**config.mk**
```make
export PLATFORM = sky130hd
export DESIGN_NAME = gclk_ccdu_top
export DESIGN_NICKNAME = d
export VERILOG_FILES = /design/src/gclk_ccdu_pkg.sv /design/src/gclk_dop_if.sv /design/src/gclk_ccdu_top.sv /design/src/gclk_div_sync_gen.sv /design/src/gclk_dop.sv /design/src/gclk_pccdu_dop_wrapper.sv
export SDC_FILE = /design/constraint.sdc
export NUM_CORES = 1
export LEC_CHECK = 0
export ABC_AREA = 1
export BUFFER_PORTS_ARGS = -buffer_cell sky130_fd_sc_hd__buf_4
export CAP_MARGIN = 20
export CORE_MARGIN = 2
export CORE_UTILIZATION = 60
export DETAILED_ROUTE_END_ITERATION = 7
export PLACE_DENSITY = 0.88
export SLEW_MARGIN = 20
export SYNTH_ARGS = -nofsm -noshare
export SYNTH_HDL_FRONTEND = slang
export SYNTH_HIERARCHICAL = 1
export SYNTH_SLANG_ARGS = --single-unit
export TNS_END_PERCENT = 30
```
**constraint.sdc**
```tcl
create_clock -name fdop_preclk_grid -period 3.27 [get_ports fdop_preclk_grid]
set_input_delay 0 -clock fdop_preclk_grid [delete_from_list [all_inputs] [get_ports fdop_preclk_grid]]
set_output_delay 0 -clock fdop_preclk_grid [all_outputs]
set_load 0.03 [all_outputs]
```
**src/gclk_ccdu_pkg.sv**
```systemverilog
// ========================================
// CCDU shared counts, widths, DOP matrices
// sync period, vector typedefs and the div1 lookup
// ========================================
`default_nettype none

package gclk_ccdu_pkg;

  // ========================================
  // partition clock counts and field widths
  // ========================================
  localparam int NUM_OF_GRID_PRI_CLKS     = 3;  // primary grid domains
  localparam int NUM_OF_GRID_SCC_CLKS     = 6;  // gated secondary clocks
  localparam int NUM_OF_GRID_NONSCAN_CLKS = 2;  // free running non-scan clocks
  localparam int GRID_PRICLK_BITS         = 4;  // primary index field
  localparam int GRID_DIVISOR_BITS        = 4;  // divisor field

  // entry [i] belongs to DOP i
  localparam logic [NUM_OF_GRID_SCC_CLKS-1:0][GRID_PRICLK_BITS-1:0] GRID_SCC_PRICLK_MATRIX =
    {4'd2, 4'd1, 4'd1, 4'd0, 4'd0, 4'd0};
  localparam logic [NUM_OF_GRID_SCC_CLKS-1:0][GRID_DIVISOR_BITS-1:0] GRID_SCC_DIVISOR_MATRIX =
    {4'd1, 4'd2, 4'd1, 4'd4, 4'd2, 4'd1};

  // non-scan clock 0 is grid 0 / 4, clock 1 is grid 1 / 1
  localparam logic [NUM_OF_GRID_NONSCAN_CLKS-1:0][GRID_PRICLK_BITS-1:0]
    GRID_NONSCAN_PRICLK_MATRIX = {4'd1, 4'd0};
  localparam logic [NUM_OF_GRID_NONSCAN_CLKS-1:0][GRID_DIVISOR_BITS-1:0]
    GRID_NONSCAN_DIVISOR_MATRIX = {4'd1, 4'd4};

  localparam int SYNC_PERIOD = 4;  // lcm of all divisors, same in every domain

  // ========================================
  // vector types
  // ========================================
  typedef logic [NUM_OF_GRID_PRI_CLKS-1:0]     pri_vec_t;   // one bit per grid domain
  typedef logic [NUM_OF_GRID_SCC_CLKS-1:0]     scc_vec_t;   // one bit per gated DOP
  typedef logic [NUM_OF_GRID_NONSCAN_CLKS-1:0] ns_vec_t;    // one bit per non-scan clock
  typedef logic [GRID_DIVISOR_BITS-1:0]        div_cnt_t;   // DOP divider count
  typedef logic [3:0]                          sync_cnt_t;  // sync period count

  // lowest numbered divide-by-1 DOP fed by domain pri, -1 when there is none
  function automatic int first_div1_dop(input int pri);
    int pos;
    pos = -1;
    for (int i = NUM_OF_GRID_SCC_CLKS - 1; i >= 0; i--) begin
      if ((int'(GRID_SCC_PRICLK_MATRIX[i]) == pri) &&
          (int'(GRID_SCC_DIVISOR_MATRIX[i]) == 1))
      begin
        pos = i;  // walking down leaves the first match
      end
    end
    return pos;
  endfunction

endpackage

`default_nettype wire

```
**src/gclk_dop_if.sv**
```systemverilog
// ========================================
// one DOP bundle, src and dop modports
// ========================================
`timescale 1ns/100ps
`default_nettype none

interface gclk_dop_if;

  logic preclk;        // selected primary grid clock
  logic dom_rst_n;     // domain reset, already synchronized
  logic scan_clk;      // per DOP scan clock
  logic clken;         // functional clock enable
  logic scan_mode;     // scan clock takes over postclk
  logic div_sync;      // divider sync pulse, low for div1
  logic postclk;       // gated / scan output
  logic postclk_free;  // free running divided clock

  // wrapper side
  modport src (
    output preclk,
    output dom_rst_n,
    output scan_clk,
    output clken,
    output scan_mode,
    output div_sync,
    input  postclk,
    input  postclk_free
  );

  // DOP side
  modport dop (
    input  preclk,
    input  dom_rst_n,
    input  scan_clk,
    input  clken,
    input  scan_mode,
    input  div_sync,
    output postclk,
    output postclk_free
  );

endinterface

`default_nettype wire

```
**src/gclk_ccdu_top.sv**
```systemverilog
// ========================================
// CCDU top, sync generators and DOP wrapper
// ========================================
`timescale 1ns/100ps
`default_nettype none

module gclk_ccdu_top
  import gclk_ccdu_pkg::*;
(
  input  pri_vec_t fdop_preclk_grid,      // primary grid clocks
  input  logic     rst_n,                 // partition reset
  input  logic     fscan_mode,            // scan mode
  input  scc_vec_t fdop_scan_clk,         // scan clock per DOP
  input  scc_vec_t fscan_dop_clken,       // enable per DOP
  output scc_vec_t adop_postclk,          // gated / scan clocks
  output scc_vec_t adop_postclk_free,     // free running copies
  output ns_vec_t  adop_postclk_nonscan   // non-scan clocks
);

  pri_vec_t dom_rst_n_vec;      // reset per domain
  pri_vec_t div_sync_vec;       // gated sync per domain
  pri_vec_t div_sync_free_vec;  // free sync per domain

  // one sync generator on each grid
  for (genvar p = 0; p < NUM_OF_GRID_PRI_CLKS; p++)
  begin : g_sync
    gclk_div_sync_gen u_sync_gen (
      .preclk        (fdop_preclk_grid[p]),
      .rst_n         (rst_n),
      .fscan_mode    (fscan_mode),
      .dom_rst_n     (dom_rst_n_vec[p]),
      .div_sync      (div_sync_vec[p]),
      .div_sync_free (div_sync_free_vec[p])
    );
  end

  gclk_pccdu_dop_wrapper u_dop_wrapper (
    .fdop_preclk_grid          (fdop_preclk_grid),
    .dom_rst_n_vec             (dom_rst_n_vec),
    .fdop_preclk_div_sync      (div_sync_vec),
    .fdop_preclk_div_sync_free (div_sync_free_vec),
    .fscan_mode                (fscan_mode),
    .fdop_scan_clk             (fdop_scan_clk),
    .fscan_dop_clken           (fscan_dop_clken),
    .adop_postclk              (adop_postclk),
    .adop_postclk_free         (adop_postclk_free),
    .adop_postclk_nonscan      (adop_postclk_nonscan)
  );

endmodule

`default_nettype wire

```
**src/gclk_div_sync_gen.sv**
```systemverilog
// ========================================
// per domain reset synchronizer and periodic
// divider sync, gated and free variants
// ========================================
`timescale 1ns/100ps
`default_nettype none

module gclk_div_sync_gen
  import gclk_ccdu_pkg::*;
(
  input  logic preclk,         // primary grid clock of this domain
  input  logic rst_n,          // partition reset, any timing
  input  logic fscan_mode,     // scan mode masks the gated sync
  output logic dom_rst_n,      // reset after two domain edges
  output logic div_sync,       // sync for scannable DOPs
  output logic div_sync_free   // sync for non-scan dividers
);

  logic      rst_meta_q;  // first sampling stage
  logic      rst_sync_q;  // second stage, drives dom_rst_n
  sync_cnt_t sync_cnt_q;  // cycles since last sync
  logic      sync_free_q;

  // two stage reset sampling
  always_ff @(posedge preclk)
  begin
    rst_meta_q <= rst_n;
    rst_sync_q <= rst_meta_q;
  end

  assign dom_rst_n = rst_sync_q;

  // pulse on count 0, so the first one follows the first edge out of reset
  always_ff @(posedge preclk)
  begin
    if (!rst_sync_q)
    begin
      sync_cnt_q  <= '0;
      sync_free_q <= 1'b0;
    end
    else
    begin
      sync_free_q <= (sync_cnt_q == '0);
      if (sync_cnt_q == sync_cnt_t'(SYNC_PERIOD - 1))
      begin
        sync_cnt_q <= '0;
      end
      else
      begin
        sync_cnt_q <= sync_cnt_q + sync_cnt_t'(1);
      end
    end
  end

  assign div_sync_free = sync_free_q;
  assign div_sync      = sync_free_q & ~fscan_mode;  // scan freezes gated dividers

  // ========================================
  // checks
  // ========================================
  // free sync repeats exactly every SYNC_PERIOD primary cycles
  a_sync_period: assert property (@(posedge preclk) disable iff (!rst_sync_q)
    div_sync_free |=> (!div_sync_free) [* SYNC_PERIOD - 1] ##1 div_sync_free)
    else $error("gclk_div_sync_gen sync period broken");

  a_no_sync_in_scan: assert property (@(posedge preclk) fscan_mode |-> !div_sync)
    else $error("gclk_div_sync_gen gated sync during scan");

endmodule

`default_nettype wire

```
**src/gclk_dop.sv**
```systemverilog
// ========================================
// single DOP with synced divider, falling edge
// enable flop, clock gate and scan clock mux
// ========================================
`timescale 1ns/100ps
`default_nettype none

module gclk_dop
  import gclk_ccdu_pkg::*;
#(
  parameter int GRID_CLK_DIVISOR = 1  // primary edges per output period
)
(
  gclk_dop_if.dop bus
);

  logic fclk;        // ungated functional clock
  logic clken_q;     // enable captured on falling edge
  logic fclk_gated;  // functional clock after the gate

  // divisor must be nonzero and fit the counter
  if ((GRID_CLK_DIVISOR < 1) || (GRID_CLK_DIVISOR > (2 ** GRID_DIVISOR_BITS) - 1))
  begin : g_bad_divisor
    $error("gclk_dop divisor %0d out of range", GRID_CLK_DIVISOR);
  end

  // ========================================
  // functional clock
  // ========================================
  if (GRID_CLK_DIVISOR > 1)
  begin : g_div
    div_cnt_t cnt_q;      // position inside the output period
    div_cnt_t cnt_nxt;
    logic     div_run_q;  // first sync seen since domain reset
    logic     div_clk_q;  // registered divided clock

    always_comb
    begin
      if (bus.div_sync)
      begin
        cnt_nxt = '0;  // realign with the rest of the domain
      end
      else if (cnt_q == div_cnt_t'(GRID_CLK_DIVISOR - 1))
      begin
        cnt_nxt = '0;  // wrap
      end
      else
      begin
        cnt_nxt = cnt_q + div_cnt_t'(1);
      end
    end

    always_ff @(posedge bus.preclk)
    begin
      if (!bus.dom_rst_n)
      begin
        cnt_q     <= '0;
        div_run_q <= 1'b0;
        div_clk_q <= 1'b0;
      end
      else
      begin
        cnt_q     <= cnt_nxt;
        div_run_q <= div_run_q | bus.div_sync;  // sticky
        // high for the lower half of the count, held low until first sync
        div_clk_q <= (div_run_q | bus.div_sync) &
                     (cnt_nxt < div_cnt_t'(GRID_CLK_DIVISOR / 2));
      end
    end

    assign fclk = div_clk_q;

    // sync from the domain generator lands every divider on count 0
    a_sync_realigns: assert property (@(posedge bus.preclk) disable iff (!bus.dom_rst_n)
      bus.div_sync |=> (cnt_q == '0))
      else $error("gclk_dop div%0d count not 0 after sync", GRID_CLK_DIVISOR);
  end
  else
  begin : g_nodiv
    assign fclk = bus.preclk;  // pass the grid straight through

    // wrapper must tie sync low on undivided DOPs
    a_no_sync_div1: assert property (@(posedge bus.preclk) !bus.div_sync)
      else $error("gclk_dop div1 got a divider sync");
  end

  // ========================================
  // enable capture, gate, scan mux
  // ========================================
  // falling edge capture keeps the gate stable through the high phase of preclk
  always_ff @(negedge bus.preclk)
  begin
    if (!bus.dom_rst_n)
    begin
      clken_q <= 1'b0;
    end
    else
    begin
      clken_q <= bus.clken;
    end
  end

  assign fclk_gated       = fclk & clken_q;                              // AND gate
  assign bus.postclk      = bus.scan_mode ? bus.scan_clk : fclk_gated;   // scan wins
  assign bus.postclk_free = fclk;                                        // no gate, no scan

endmodule

`default_nettype wire

```
**src/gclk_pccdu_dop_wrapper.sv**
```systemverilog
// ========================================
// matrix driven DOP instances, gated and
// non-scan, plus div1 non-scan reuse
// ========================================
`timescale 1ns/100ps
`default_nettype none

module gclk_pccdu_dop_wrapper
  import gclk_ccdu_pkg::*;
(
  input  pri_vec_t fdop_preclk_grid,           // primary grid clocks
  input  pri_vec_t dom_rst_n_vec,              // synchronized reset per domain
  input  pri_vec_t fdop_preclk_div_sync,       // gated sync per domain
  input  pri_vec_t fdop_preclk_div_sync_free,  // sync that survives scan
  input  logic     fscan_mode,
  input  scc_vec_t fdop_scan_clk,              // scan clock per DOP
  input  scc_vec_t fscan_dop_clken,            // enable per DOP
  output scc_vec_t adop_postclk,               // gated / scan clocks
  output scc_vec_t adop_postclk_free,          // free running copies
  output ns_vec_t  adop_postclk_nonscan        // non-scan clocks
);

  // ========================================
  // gated DOPs
  // ========================================
  for (genvar d = 0; d < NUM_OF_GRID_SCC_CLKS; d++)
  begin : g_dop
    localparam int PRI = int'(GRID_SCC_PRICLK_MATRIX[d]);   // source domain
    localparam int DIV = int'(GRID_SCC_DIVISOR_MATRIX[d]);  // divisor

    gclk_dop_if u_dop_if ();

    if (PRI >= NUM_OF_GRID_PRI_CLKS)
    begin : g_pri_range
      $error("DOP %0d names domain %0d, only %0d exist", d, PRI, NUM_OF_GRID_PRI_CLKS);
    end

    assign u_dop_if.preclk    = fdop_preclk_grid[PRI];
    assign u_dop_if.dom_rst_n = dom_rst_n_vec[PRI];
    assign u_dop_if.scan_clk  = fdop_scan_clk[d];
    assign u_dop_if.clken     = fscan_dop_clken[d];
    assign u_dop_if.scan_mode = fscan_mode;

    if (DIV > 1)
    begin : g_sync
      assign u_dop_if.div_sync = fdop_preclk_div_sync[PRI];  // keep in step with the domain
    end
    else
    begin : g_nosync
      assign u_dop_if.div_sync = 1'b0;  // nothing to align
    end

    gclk_dop #(
      .GRID_CLK_DIVISOR (DIV)
    ) u_dop (
      .bus (u_dop_if.dop)
    );

    assign adop_postclk[d]      = u_dop_if.postclk;
    assign adop_postclk_free[d] = u_dop_if.postclk_free;
  end

  // ========================================
  // non-scan clocks
  // ========================================
  for (genvar n = 0; n < NUM_OF_GRID_NONSCAN_CLKS; n++)
  begin : g_ns
    localparam int PRI = int'(GRID_NONSCAN_PRICLK_MATRIX[n]);
    localparam int DIV = int'(GRID_NONSCAN_DIVISOR_MATRIX[n]);

    if (PRI >= NUM_OF_GRID_PRI_CLKS)
    begin : g_pri_range
      $error("non-scan clock %0d names domain %0d, only %0d exist",
             n, PRI, NUM_OF_GRID_PRI_CLKS);
    end

    if (DIV > 1)
    begin : g_ns_div
      // own divider, always enabled, never in scan
      gclk_dop_if u_ns_if ();

      assign u_ns_if.preclk    = fdop_preclk_grid[PRI];
      assign u_ns_if.dom_rst_n = dom_rst_n_vec[PRI];
      assign u_ns_if.scan_clk  = 1'b0;
      assign u_ns_if.clken     = 1'b1;
      assign u_ns_if.scan_mode = 1'b0;
      assign u_ns_if.div_sync  = fdop_preclk_div_sync_free[PRI];  // runs through scan

      gclk_dop #(
        .GRID_CLK_DIVISOR (DIV)
      ) u_ns_dop (
        .bus (u_ns_if.dop)
      );

      assign adop_postclk_nonscan[n] = u_ns_if.postclk_free;
    end
    else
    begin : g_ns_nodiv
      // borrow the free output of a div1 DOP on the same grid
      localparam int DIV1_POS = first_div1_dop(PRI);

      if (DIV1_POS < 0)
      begin : g_no_div1
        $error("non-scan clock %0d has no div1 DOP in domain %0d", n, PRI);
      end

      assign adop_postclk_nonscan[n] = adop_postclk_free[DIV1_POS];
    end
  end

endmodule

`default_nettype wire

```
==> results.json <==
{
  "status": "completed",
  "die_width_um": 62.7,
  "fin_hold_ws_ns": 0.0720,
  "drc_errors": 0,
  "hold_class": "input port to flip-flop",
  "grt_pass1_vias": 1757,
  "setup_viol": 0,
  "ctsResizeCount": 0,
  "place_hpwl_mm": 2.56,
  "path_max_fanout": 1,
  "die-area_um2": 3930,
  "max_cap_violations": 0,
  "cp-end-kind": "output pin",
  "layout-drive-gt1-share": 0.291,
  "critPathLaunchType": "flip-flop",
  "grt_use_total": 0.244,
  "rsz0062_at_grt": "false",
  "pin_count": 31,
  "first_iter_violations": 77,
  "grt-ovfl-total": 0,
  "synth_area_per_cell_um2": 7.95,
  "design_area_um2": 2440,
  "core_um2": 3310,
  "worstSetupEndpoint": "adop_postclk[1]",
  "netlist_instances": 260,
  "cp-startpoint": "u_dop_wrapper/g_dop[1].u_dop/clken_q$_SDFF_NN0_",
  "layout.nets": 322,
  "tightest_slew_ns": 0.449,
  "routed_wl_mm": 3.99,
  "n_antenna_cell": 0,
  "clk_pin_slew_ns": 0.14,
  "irDropWorstVdd_mv": 0.644,
  "cts_tree": "done",
  "instances_no_fill": 345,
  "detail-route-antenna-nets": 0,
  "grt_max_degree": 16,
  "cp.required_ns": 3.27,
  "synth_warnings": 6,
  "ff2ff_path_depth": 2,
  "hold_buffers": 1,
  "syn_to_final_growth_pct": 17.9,
  "avgViaCountPerCell": 4.88,
  "cpPeakStageDelay_ns": 0.30,
  "vias": 1684,
  "hold_viol": 0,
  "antenna_found_initial": 0,
  "gp_congestion": 0.771,
  "totalPowerFinal_mw": 1.80,
  "worst_ep_arrival_time_ns": 2.80,
  "finalClockSkew_ns": 0.0782,
  "slew_headroom": 0.700,
  "die_height_um": 62.7,
  "cp_cell_sequence": "nand2_1 -> o21ai_0 -> buf_4",
  "post_cts_buffers": 0,
  "synth_fp_nets": 287,
  "utilization": 0.737,
  "crit_type": "flip-flop to output pin",
  "dpl-instance-area_um2": 2210,
  "leakage_nw": 1.22,
  "first_pass_iters": 4,
  "post_drt_wl_per_cell_um": 11.6,
  "finalMaxSlewViolations": 0,
  "place_ws_ns": 0.914,
  "port_buffers": 28,
  "grt_pass1_wl_mm": 6.93,
  "slowest_stage": "dfxtp_1",
  "rows": 21,
  "start_util": 0.625,
  "worst_slack_ns": 0.470,
  "finalSetupTns_ns": 0,
  "rr_endpoint": "u_dop_wrapper/g_dop[2].u_dop/clken_q$_SDFF_NN0_",
  "rrSetupSlack_ns": 0.93,
  "timing.rr.start": "g_sync[0].u_sync_gen/dom_rst_n$_DFF_P_",
  "clk_latency_ns": 0.46,
  "placed_cells": 317,
  "synth_area_um2": 2070,
  "p_per_area_nw_per_um2": 738
}
-- sequential cells by signal (all words and copies together) (netlist names) --
signal,cells
g_sync.u_sync_gen/sync_cnt_q,8
u_dop_wrapper/g_ns.g_ns_div.u_ns_dop/g_div.cnt_q,4
u_dop_wrapper/g_dop.u_dop/g_div.div_run_q,3
g_sync.u_sync_gen/div_sync_free,2
u_dop_wrapper/g_dop.u_dop/g_div.cnt_q,12
g_sync.u_sync_gen/dom_rst_n,3
u_dop_wrapper/g_dop.u_dop/bus.postclk_free,3
g_sync.u_sync_gen/rst_meta_q,3
u_dop_wrapper/g_ns.g_ns_div.u_ns_dop/bus.postclk_free,1
u_dop_wrapper/g_dop.u_dop/clken_q,6
u_dop_wrapper/g_ns.g_ns_div.u_ns_dop/g_div.div_run_q,1
-- power by group --
part / switching [mW] / total [mW] / leakage (nW) / internal (mW)
combinational: 0.134 / 0.226 / 0.620 / 0.0912
clock: 0.413 / 0.925 / 0.217 / 0.512
sequential: 0.0396 / 0.649 / 0.379 / 0.610
total: 0.587 / 1.80 / 1.22 / 1.21
-- routing by layer --
metal  up-vias  part of all wire  GRT usage
met5         -                 0          0
met4         0             0.021      0.211
met3        16             0.063      0.146
met2        66              0.49      0.372
met1       754              0.42      0.232
li1        848                 -          -
-- worst min path at each step --
stage	startpoint	to	slack, ns	depth (start not counted)
2_1_floorplan	rst_n	g_sync[0].u_sync_gen/rst_meta_q$_DFF_P_	0.03	0
3_3_place_gp	rst_n	g_sync[2].u_sync_gen/rst_meta_q$_DFF_P_	0.12	1
3_5_place_dp	rst_n	g_sync[2].u_sync_gen/rst_meta_q$_DFF_P_	0.13	1
4_1_cts	fscan_mode	u_dop_wrapper/g_dop[2].u_dop/g_div.cnt_q[3]$_SDFF_PN0_	0.08	3
5_1_grt	fscan_mode	u_dop_wrapper/g_dop[2].u_dop/g_div.cnt_q[3]$_SDFF_PN0_	0.11	3
6_report	fscan_mode	u_dop_wrapper/g_dop[2].u_dop/g_div.cnt_q[3]$_SDFF_PN0_	0.07	3
-- final cells by class --
type | count | area, um2
sequential | 46 | 921
clock buffer | 31 | 221
timing repair buffer | 22 | 168
tap | 46 | 57.6
multi-input combinational | 148 | 836
inverter | 43 | 161
fill | 249 | 872
clock inverter | 9 | 73.8
-- worst max-delay path, delay by kind of cell (launching register included) --
| kind | cells | cell delay, ns |
|---|---|---|
| buffers and inverters | 1 | 0.18 |
| AOI/OAI and AO/OA | 1 | 0.13 |
| and+or+nand+nor | 1 | 0.04 |
| DFF | 1 | 0.30 |
-- layout by cell type, fill, tap and decap left out, drive strengths merged, types with 4 or more instances in the layout --
cell / n
nand2: 60
inv: 48
dfxtp: 46
nor2: 36
buf: 28
clkbuf: 24
nand3: 15
ha: 10
nand4: 6
o21ai: 5
a21oi: 4
nor3: 4
Power figures use the tool's default switching activity.
